[src/design/wr_pattern_pkg.sv]
// Write data pattern source package with bus widths, size codes, run states and beat layout.
`default_nettype none

package wr_pattern_pkg;

    // Channel geometry.
    localparam int data_w = 256;
    localparam int lane_w = 32;
    localparam int lanes  = 8;
    localparam int strb_w = 32;                // One bit per byte.

    // Supported transfer size codes cover 4 to 32 bytes.
    localparam int size_min = 2;
    localparam int size_max = 5;

    // Low bits that always take part in wrapping.
    localparam int wrap_base_bits = 10;

    // Command field widths.
    localparam int beat_cnt_w = 40;
    localparam int len_w      = 8;

    // Run sequencing.
    typedef enum logic [1:0] {
        IDLE = 2'd0,
        LOAD = 2'd1,
        RUN  = 2'd2,
        DONE = 2'd3
    } send_state_e;

    // One beat seen flat by the channel or lane by lane by the generator.
    typedef union packed {
        logic [data_w-1:0]             word;
        logic [lanes-1:0][lane_w-1:0]  lane;
    } beat_u;

endpackage

`default_nettype wire

[src/design/wr_beat_if.sv]
// Beat handshake between the pattern generator and the channel register.
`timescale 1ns/10ps
`default_nettype none

interface wr_beat_if;
    import wr_pattern_pkg::*;

    logic               valid;
    logic               ready;
    beat_u              data;
    logic [strb_w-1:0]  strb;
    logic               last;

    modport src (
        output valid,
        output data,
        output strb,
        output last,
        input  ready
    );

    modport snk (
        input  valid,
        input  data,
        input  strb,
        input  last,
        output ready
    );

endinterface

`default_nettype wire

[src/design/wr_cmd_ctrl.sv]
// Command capture, run sequencing and owed beat budget for the write data source.
`timescale 1ns/10ps
`default_nettype none

module wr_cmd_ctrl (
    input  logic                                  clk,
    input  logic                                  rst_n,
    input  logic                                  start,
    input  logic [wr_pattern_pkg::beat_cnt_w-1:0] total_beats,
    input  logic [2:0]                            wr_size,
    input  logic [wr_pattern_pkg::len_w-1:0]      wr_len,
    input  logic [wr_pattern_pkg::lane_w-1:0]     init_data,
    input  logic                                  wrap_mode,
    input  logic [3:0]                            wrap_len,
    input  logic                                  taken,
    output logic                                  load,
    output logic                                  run,
    output logic [2:0]                            cfg_size,
    output logic [wr_pattern_pkg::len_w-1:0]      cfg_len,
    output logic [wr_pattern_pkg::lane_w-1:0]     cfg_init,
    output logic                                  cfg_wrap_mode,
    output logic [3:0]                            cfg_wrap_len,
    output logic                                  busy,
    output logic                                  done
);
    import wr_pattern_pkg::*;

    send_state_e            state;
    send_state_e            state_nxt;
    logic [beat_cnt_w-1:0]  owed;
    logic                   accept;
    logic                   final_take;

    assign accept     = start && (state == IDLE);
    assign final_take = taken && (owed == beat_cnt_w'(1));

    always_comb
    begin
        state_nxt = state;
        case (state)
            IDLE:
            begin
                if (start)
                    state_nxt = LOAD;
            end
            LOAD:
            begin
                // Nothing owed means straight to completion.
                state_nxt = (owed == '0) ? DONE : RUN;
            end
            RUN:
            begin
                if (final_take || (owed == '0))
                    state_nxt = DONE;
            end
            default:
            begin
                state_nxt = IDLE;
            end
        endcase
    end

    always_ff @(posedge clk or negedge rst_n)
    begin
        if (!rst_n)
            state <= IDLE;
        else
            state <= state_nxt;
    end

    always_ff @(posedge clk or negedge rst_n)
    begin
        if (!rst_n)
            owed <= '0;
        else if (accept)
            owed <= total_beats;
        else if (taken)
            owed <= owed - 1'b1;               // One beat handed off.
    end

    // Command fields are held for the whole run.
    always_ff @(posedge clk)
    begin
        if (accept)
        begin
            if ((wr_size < 3'(size_min)) || (wr_size > 3'(size_max)))
                cfg_size <= 3'(size_max);
            else
                cfg_size <= wr_size;
            cfg_len       <= wr_len;
            cfg_init      <= init_data;
            cfg_wrap_mode <= wrap_mode;
            cfg_wrap_len  <= wrap_len;
        end
    end

    assign load = (state == LOAD);
    assign run  = (state == RUN) && (owed != '0);
    assign busy = (state != IDLE);
    assign done = (state == DONE);

endmodule

`default_nettype wire

[src/design/wr_pattern_gen.sv]
// Pattern generator that places incrementing lane values and strobes by transfer size.
`timescale 1ns/10ps
`default_nettype none

module wr_pattern_gen (
    input  logic                               clk,
    input  logic                               rst_n,
    input  logic                               load,
    input  logic                               run,
    input  logic [2:0]                         cfg_size,
    input  logic [wr_pattern_pkg::len_w-1:0]   cfg_len,
    input  logic [wr_pattern_pkg::lane_w-1:0]  cfg_init,
    input  logic                               cfg_wrap_mode,
    input  logic [3:0]                         cfg_wrap_len,
    output logic                               taken,
    wr_beat_if.src                             beat
);
    import wr_pattern_pkg::*;

    logic [lane_w-1:0]  base;
    logic [2:0]         slot_cnt;
    logic [len_w-1:0]   burst_cnt;
    logic [1:0]         size_shift;
    logic [3:0]         lane_cnt;
    logic [2:0]         slot_mask;
    logic [3:0]         lane_off;
    logic [lane_w-1:0]  wrap_mask;
    logic [lane_w-1:0]  base_incr;
    logic [lane_w-1:0]  base_nxt;
    logic               beat_last;
    beat_u              beat_data;
    logic [strb_w-1:0]  beat_strb;

    // Size 2 gives one lane per beat, size 5 all eight.
    assign size_shift = 2'(cfg_size - 3'(size_min));
    assign lane_cnt   = 4'd1 << size_shift;
    assign slot_mask  = 3'b111 >> size_shift;
    assign lane_off   = {1'b0, slot_cnt & slot_mask} << size_shift;

    always_comb
    begin
        beat_data = '0;
        beat_strb = '0;
        for (int i = 0; i < lanes; i++)
        begin
            if ((i >= int'(lane_off)) && (i < int'(lane_off) + int'(lane_cnt)))
            begin
                beat_data.lane[i] = base + lane_w'(i) - lane_w'(lane_off);
                beat_strb[i*(strb_w/lanes) +: strb_w/lanes] = '1;
            end
        end
    end

    assign beat_last = (burst_cnt == '0);

    // Window covers wrap_base_bits plus wrap_len low bits.
    assign wrap_mask = (lane_w'(1) << (wrap_base_bits + int'(cfg_wrap_len))) - 1'b1;
    assign base_incr = base + lane_w'(lane_cnt);
    assign base_nxt  = cfg_wrap_mode ? ((base & ~wrap_mask) | (base_incr & wrap_mask))
                                     : base_incr;

    assign beat.valid = run;
    assign beat.data  = beat_data;
    assign beat.strb  = beat_strb;
    assign beat.last  = beat_last;

    assign taken = beat.valid && beat.ready;

    always_ff @(posedge clk or negedge rst_n)
    begin
        if (!rst_n)
        begin
            base      <= '0;
            slot_cnt  <= '0;
            burst_cnt <= '0;
        end
        else if (load)
        begin
            base      <= cfg_init;
            slot_cnt  <= '0;
            burst_cnt <= cfg_len;
        end
        else if (taken)
        begin
            base <= base_nxt;
            if (beat_last)
            begin
                slot_cnt  <= '0;               // Next burst starts at slot zero.
                burst_cnt <= cfg_len;
            end
            else
            begin
                slot_cnt  <= slot_cnt + 1'b1;
                burst_cnt <= burst_cnt - 1'b1;
            end
        end
    end

endmodule

`default_nettype wire

[src/design/wr_beat_slice.sv]
// Write channel output register that holds a beat under back-pressure.
`timescale 1ns/10ps
`default_nettype none

module wr_beat_slice (
    input  logic                               clk,
    input  logic                               rst_n,
    wr_beat_if.snk                             beat,
    input  logic                               wready,
    output logic                               wvalid,
    output logic [wr_pattern_pkg::data_w-1:0]  wdata,
    output logic [wr_pattern_pkg::strb_w-1:0]  wstrb,
    output logic                               wlast
);
    import wr_pattern_pkg::*;

    logic  load_beat;

    // Empty, or the held beat leaves this cycle.
    assign beat.ready = !wvalid || wready;
    assign load_beat  = beat.valid && beat.ready;

    always_ff @(posedge clk or negedge rst_n)
    begin
        if (!rst_n)
        begin
            wvalid <= 1'b0;
            wlast  <= 1'b0;
        end
        else if (beat.ready)
        begin
            wvalid <= beat.valid;
            if (beat.valid)
                wlast <= beat.last;
        end
    end

    always_ff @(posedge clk)
    begin
        if (load_beat)
        begin
            wdata <= beat.data.word;
            wstrb <= beat.strb;
        end
    end

endmodule

`default_nettype wire

[src/design/wr_data_send_top.sv]
// Write data pattern source top level with command, status and write channel ports.
`timescale 1ns/10ps
`default_nettype none

module wr_data_send_top (
    input  logic                                  clk,
    input  logic                                  rst_n,
    output logic [wr_pattern_pkg::data_w-1:0]     wdata,
    output logic [wr_pattern_pkg::strb_w-1:0]     wstrb,
    output logic                                  wvalid,
    output logic                                  wlast,
    input  logic                                  wready,
    input  logic                                  start,
    input  logic [wr_pattern_pkg::beat_cnt_w-1:0] total_beats,
    input  logic [2:0]                            wr_size,
    input  logic [wr_pattern_pkg::len_w-1:0]      wr_len,
    input  logic [wr_pattern_pkg::lane_w-1:0]     init_data,
    input  logic                                  wrap_mode,
    input  logic [3:0]                            wrap_len,
    output logic                                  busy,
    output logic                                  done
);
    import wr_pattern_pkg::*;

    logic               load;
    logic               run;
    logic               taken;
    logic [2:0]         cfg_size;
    logic [len_w-1:0]   cfg_len;
    logic [lane_w-1:0]  cfg_init;
    logic               cfg_wrap_mode;
    logic [3:0]         cfg_wrap_len;

    wr_beat_if i_beat_if ();

    wr_cmd_ctrl i_cmd_ctrl (
        .clk           (clk),
        .rst_n         (rst_n),
        .start         (start),
        .total_beats   (total_beats),
        .wr_size       (wr_size),
        .wr_len        (wr_len),
        .init_data     (init_data),
        .wrap_mode     (wrap_mode),
        .wrap_len      (wrap_len),
        .taken         (taken),
        .load          (load),
        .run           (run),
        .cfg_size      (cfg_size),
        .cfg_len       (cfg_len),
        .cfg_init      (cfg_init),
        .cfg_wrap_mode (cfg_wrap_mode),
        .cfg_wrap_len  (cfg_wrap_len),
        .busy          (busy),
        .done          (done)
    );

    wr_pattern_gen i_pattern_gen (
        .clk           (clk),
        .rst_n         (rst_n),
        .load          (load),
        .run           (run),
        .cfg_size      (cfg_size),
        .cfg_len       (cfg_len),
        .cfg_init      (cfg_init),
        .cfg_wrap_mode (cfg_wrap_mode),
        .cfg_wrap_len  (cfg_wrap_len),
        .taken         (taken),
        .beat          (i_beat_if.src)
    );

    wr_beat_slice i_beat_slice (
        .clk    (clk),
        .rst_n  (rst_n),
        .beat   (i_beat_if.snk),
        .wready (wready),
        .wvalid (wvalid),
        .wdata  (wdata),
        .wstrb  (wstrb),
        .wlast  (wlast)
    );

endmodule

`default_nettype wire

[config.mk]
export PLATFORM = sky130hd
export DESIGN_NAME = wr_data_send_top
export DESIGN_NICKNAME = d
export VERILOG_FILES = /design/src/design/wr_pattern_pkg.sv /design/src/design/wr_beat_if.sv /design/src/design/wr_cmd_ctrl.sv /design/src/design/wr_pattern_gen.sv /design/src/design/wr_beat_slice.sv /design/src/design/wr_data_send_top.sv
export SDC_FILE = /design/constraint.sdc
export NUM_CORES = 1
export LEC_CHECK = 0
export BUFFER_PORTS_ARGS = -buffer_cell sky130_fd_sc_hd__buf_2
export CAP_MARGIN = 20
export CORE_ASPECT_RATIO = 1.5
export CORE_UTILIZATION = 30
export DETAILED_ROUTE_END_ITERATION = 7
export GPL_ROUTABILITY_DRIVEN = 0
export HOLD_SLACK_MARGIN = 0.03
export SYNTH_ARGS = -nofsm -noshare
export SYNTH_HDL_FRONTEND = slang
export SYNTH_SLANG_ARGS = --single-unit
[constraint.sdc]
create_clock -name clk -period 3.8 [get_ports clk]
set_input_delay 0.57 -clock clk [delete_from_list [all_inputs] [get_ports clk]]
set_output_delay 0.57 -clock clk [all_outputs]
set_load 0.005 [all_outputs]
# Yosys cells after proc, flatten, opt, wreduce, memory -nomap -nowiden
# Cells that the tools add are included.
dict set report totals {
  in_bits 92
  output_inout_bits 292
  ff_bits 422
}
dict set report classes {
  addsub 23
  reduce_logical 25
  bitwise_logic 5
  n_eq_ne 6
  order_cmp 18
  shifts 4
  n_mux 23
}
# operator n
set ops {}
lappend ops {{$sub 32x4->32} 8}
lappend ops {{$add 32x3->32 const B} 4}
lappend ops {{$lt 4x32->1 const A} 4}
lappend ops {{$mux 32} 3}
lappend ops {{$mux 40} 2}
lappend ops {{$add 32x2->32 const B} 2}
lappend ops {{$and 32x32->32} 2}
lappend ops {{$lt 3x32->1 const A} 2}
lappend ops {{$eq 40x1->1 const B} 1}
lappend ops {{$logic_not 40->1} 1}
lappend ops {{$reduce_bool 40->1} 1}
lappend ops {{$sub 40x1->40 const B} 1}
lappend ops {{$add 32x1->32 const B} 1}
lappend ops {{$add 32x4->32} 1}
lappend ops {{$lt 1x32->1 const A} 1}
lappend ops {{$lt 2x32->1 const A} 1}
lappend ops {{$mux 4} 8}
lappend ops {{$not 32->32} 1}
lappend ops {{$or 32x32->32} 1}
lappend ops {{$shl 1x32->32 const A} 1}
lappend ops {{$sub 32x1->32 const B} 1}
lappend ops {{$mux 8} 3}
lappend ops {{$ge 3x4->1 const A} 4}
lappend ops {{$logic_and 1x1->1} 12}
lappend ops {{27 further kinds} 38}

# Logic depth before layout (Yosys ltp)
dict set report logic_depth {
  ltp_word 9
  mapped_depth 14
  depth_no_buf 14
}

# By module
# From an unflattened synthesis, not the netlist that was laid out.
dict set report unflattened {
  cells_unflattened 2548
  area_unflattened_um2 25375.6
}
# module instances area_per_inst_um2 cells_each seq_area_each_um2
set by_module_without_submodules {}
lappend by_module_without_submodules {wr_pattern_gen 1 12644.6 1906 1076.0}
lappend by_module_without_submodules {wr_beat_slice 1 8743.4 294 8698.3}
lappend by_module_without_submodules {wr_cmd_ctrl 1 3987.6 348 2492.4}

# Worst setup path before layout
# Ideal clock, no wire load.
dict set report synth_path {
  path_kind {reg-to-reg}
  startpoint {register i_cmd_ctrl.cfg_size[0]}
  endpoint {register i_beat_slice.wdata[222] (netlist name), data pin}
  t_arrival_ns 3.523
  n_path_buf 0
  stages_incl_launch_ff 12
  slack_ns 0.017
  cell_sequence {edfxtp_1 > mux2_2 > a22o_1 > ha_1 > inv_1 > ha_1 > a21o_1 > a21oi_1 > o21ai_0 > a211oi_1 > o211ai_1 > mux2_2}
}
dict set report synth_via {
  elab_chain_len 7
}
# element line_no
set synth_rtl {}
lappend synth_rtl {{start: declaration} wr_cmd_ctrl.sv:18} ;# output logic [2:0] cfg_size,
lappend synth_rtl {{start signal: assignment} wr_cmd_ctrl.sv:87} ;# cfg_size <= 3'(size_max);
lappend synth_rtl {{start signal: assignment} wr_cmd_ctrl.sv:89} ;# cfg_size <= wr_size;
lappend synth_rtl {{$sub 2x2->2 (*)} wr_pattern_gen.sv:35} ;# assign size_shift = 2'(cfg_size - 3'(size_min));
lappend synth_rtl {{$shr 3x2->3} wr_pattern_gen.sv:37} ;# assign slot_mask = 3'b111 >> size_shift;
lappend synth_rtl {{$and 3x3->3} wr_pattern_gen.sv:38} ;# assign lane_off = {1'b0, slot_cnt & slot_mask} << size_shift;
lappend synth_rtl {{$shl 3x2->4} wr_pattern_gen.sv:38}
lappend synth_rtl {{$add 4x4->5} wr_pattern_gen.sv:46} ;# if ((i >= int'(lane_off)) && (i < int'(lane_off) + int'(lane_cnt)))
lappend synth_rtl {{$lt 4x32->1} wr_pattern_gen.sv:46}
lappend synth_rtl {{$logic_and 1x1->1} wr_pattern_gen.sv:46}
lappend synth_rtl {{end signal: assignment} wr_beat_slice.sv:42} ;# wdata <= beat.data.word;
lappend synth_rtl {{end: declaration} wr_beat_slice.sv:11} ;# output logic [wr_pattern_pkg::data_w-1:0] wdata,
# Mark *: on every way between the ends. The rest lies on a longest branch, timed or not.
# A chain may end at the register's enable or synchronous reset.

# Worst setup path in the final report
dict set report layout_path {
  startpoint {register i_cmd_ctrl.cfg_size[1]}
  endpoint {register i_beat_slice.wdata[248] (netlist name), data pin}
}
# The elaborated chain is that of the path after synthesis.

==> run metrics <==
status finished clean; Crit. End Element register; WP buf/inv 2; Avg Inst Size Synth 9.72 µm²; nets@finish 3314; Worst Path Arrival ~4 ns; worst flop-to-flop path startpoint i_cmd_ctrl.cfg_size[1]; ratio of final minimum period to clock period 96.6%; top_reg_cell synth edfxtp_1; Synth Instances between 2000 and 3000; worst-skew pair later-pin latency slightly above 0.6 ns; post-synthesis adder-cell area fraction between 6 and 7%; final hold vios 0; cell area after synthesis between 20000 and 30000 µm²; post-route ant nets 0; initial cell density of the core a little under a third; htree depth 2; GRT Resource Usage Total between 20% and 30%; Setup Crit Path Kind reg2reg; min cycle time layout between 3 and 4 ns; die width approximately 240 µm; Yosys cell types slightly below 100; Max stage delay on crit path roughly 0.47 ns; initial antenna violation count 16; area occupied by multi-input gates between 10000 and 15000 µm²; vias 22800; DR vias/cell about 5.4; Post-synth EDFFs just over 300; Rel. slew slack approximately 29%; R2R cell count 11; CTS Sinks about 400; CP Max Fanout 8; Finished Cell Area roughly 31000 µm²; mux share of post-synthesis cell area under 10%; Synth Area in Simple Gates 19.3%; dpl cell area between 20000 and 30000 µm²; I/O Pins ~380; Levels on crit path 11; vias in the first global route roughly 22000; Yosys reg bits 398; Final Setup Violations 0; CP Cell Sequence nor2_1, a22o_1, buf_4, clkinv_1, ha_1, xor2_1, a21oi_1, o211ai_1, a21boi_0, o311ai_0, o41ai_1; clock buffer depth 3; DRC Markers 0; worst hold path type in2reg; synthesis warning total 0; Routed WL per cell 23.6 µm; Num CTS Buffers 44; top cell type's share of synthesized area a little over a third; pin count of the biggest net entering global routing 92; first-pass GRT wire length around 140 mm; DRT Pass-1 Iters 6; main area contributors after synthesis edfxtp_1 (37%), dfrtp_1 (8.5%), ha_1 (5.9%), xnor2_1 (4.8%), nor2_1 (4.5%); Sum Neg Setup Slack 0 ns; Root Buffer clkbuf_16; Die ar. just under 90000 µm²; Hold Path Origin init_data[16]; async set or reset register ratio after synthesis 21.9%; Area Growth Syn to Fin 22.7%; r2r setup slk around 0.13 ns; row cnt 130; Post-synth top cells edfxtp_1 (311), nor2_1 (306), nand2_1 (233); hold path depth 1; layout cells sized above 1 between 20% and 30%; Clock Skews 0.0405 ns; Startpoint Class register; total grt overflow 0; Slowest cell on crit path edfxtp_1; IO buf count 383; Register Area approximately 12000 µm²; sequential area share after synthesis about 45%; RSZ-0062 raised after global routing false; delay-heaviest family, CP compound AO/OA/AOI/OAI gates; Layout fillers between 8000 and 9000; cell with the most instances after synthesis edfxtp_1; Max Freq about 270 MHz; hold path endpoint i_cmd_ctrl.cfg_init[16]; dpl hpwl a little under 80 mm; Routed WL around 100 mm; R2R Path End i_beat_slice.wdata[248]; Fin Hold WS 0.132 ns; Synth Area in Compound Gates 15.4%; Critical Path RT a little over 4 ns; Die Ht between 300 and 400 µm; Reg clk slew, reported paths roughly 0.08 ns; XOR/XNOR Fraction of Synth Area between 5 and 6%; largest family of logic cells by synthesized area simple AND/OR/NAND/NOR gates; Synth area leader edfxtp_1; CTS tree done; Std-Cell Core Area around 84000 µm²; Iteration-0 DRC Markers between 2000 and 2500; Slew Viols, Final 0; actual slew at the worst max-slew pin about 1.1 ns; number of max-cap violations 0
## final cells by class
cell class / instances / area share (%)
well taps: 1122 / 4.47
diodes: 2 / 0.0159
flip-flops and latches: 398 / 36.7
clock inverters: 27 / 1.18
multi-input cells: 1968 / 41.4
inverters: 99 / 1.21
clock buffers: 55 / 3.77
repair buffers: 581 / 11.2
## cells in the final DEF (no fill, tap or decap), types with 41 or more instances in the layout
cell / instances
buf_4: 187
o21ai_0: 101
inv_1: 85
dfrtp_1: 87
nand2_1: 232
or4_1: 41
clkbuf_16: 46
nor3_1: 52
o211ai_1: 63
mux2i_1: 53
xnor2_1: 140
o31ai_1: 43
ha_1: 119
a211oi_1: 46
edfxtp_1: 311
buf_2: 383
nor2_1: 306
a21oi_1: 130
nand3_1: 70
## how the worst max path moves through the flow
stage	slack (ns)	endpoint	from
2_1_floorplan	0.02	i_beat_slice.wdata[222]	i_cmd_ctrl.cfg_size[0]
3_3_place_gp	0.03	i_beat_slice.wdata[207]	i_cmd_ctrl.cfg_size[0]
3_5_place_dp	-0.008	i_beat_slice.wdata[207]	i_cmd_ctrl.cfg_size[0]
4_1_cts	0.04	i_beat_slice.wdata[255]	i_cmd_ctrl.cfg_size[0]
5_1_grt	0.03	i_beat_slice.wdata[93]	i_cmd_ctrl.cfg_size[1]
6_report	0.13	i_beat_slice.wdata[248]	i_cmd_ctrl.cfg_size[1]
## through the flow
stage,instances,setup WS (ns),util (%)
after floorplan,2633,0.0168,-
after global placement,4162,0.0323,35.4
after detailed placement,4162,-0.00780,35.4
after CTS,4245,0.0400,37.2
after global routing,4251,0.0270,37.3
final,4252,0.129,37.3
## state kept, by name, summed over array words and instances, names as in the netlist, named ones only
name	cells
i_cmd_ctrl.cfg_len	8
i_cmd_ctrl.cfg_wrap_mode	1
i_pattern_gen.slot_cnt	3
i_cmd_ctrl.cfg_size	2
i_beat_slice.wdata	256
i_beat_slice.wlast	1
i_cmd_ctrl.state	2
i_cmd_ctrl.cfg_init	32
i_cmd_ctrl.owed	40
i_beat_slice.wvalid	1
i_cmd_ctrl.cfg_wrap_len	4
i_beat_slice.wstrb	8
i_pattern_gen.burst_cnt	8
## worst register-to-register path, delay by kind of cell, from the launching register on
kind	cells	cell delay, ns
and+or+nand+nor	1	0.28
buffers and inverters	2	0.39
adders and majority gates	1	0.34
DFF	1	0.47
xor gates and xnor gates	1	0.36
AOI/OAI and AO/OA	6	1.58
## timing repair
action,4_1_cts,5_1_grt
setup endpoints to repair,1,36
resized for setup,1,19
pin swaps,0,3
endpoints found under the hold margin,46,0
buffers inserted,0,4
cloned,0,0
hold buffers,1,0
## cells by family (layout without fill, tap and decap cells)
group / count (synthesis) / count (layout)
buffers and inverters: 267 / 762
AND/OR/NAND/NOR: 996 / 996
other: 2 / 6
multiplexers: 81 / 81
adder cells (fa/ha/maj): 130 / 130
AO/OA/AOI/OAI: 584 / 584
flip-flops: 398 / 398
XOR/XNOR: 173 / 173
## metal layers
layer	part of all wire [%]	wire, µm	track usage (%)	vias to the layer above
met2	50	50100	40.0	1061
met1	37	36700	24.9	10900
li1	-	-	-	10500
met5	0.19	189	0	-
met4	6.9	6870	13.7	28
met3	6.3	6340	4.20	284
Power is left out: the tool's default activity adds up to more than one toggle a clock period on the data nets, which glitch-free logic cannot reach.
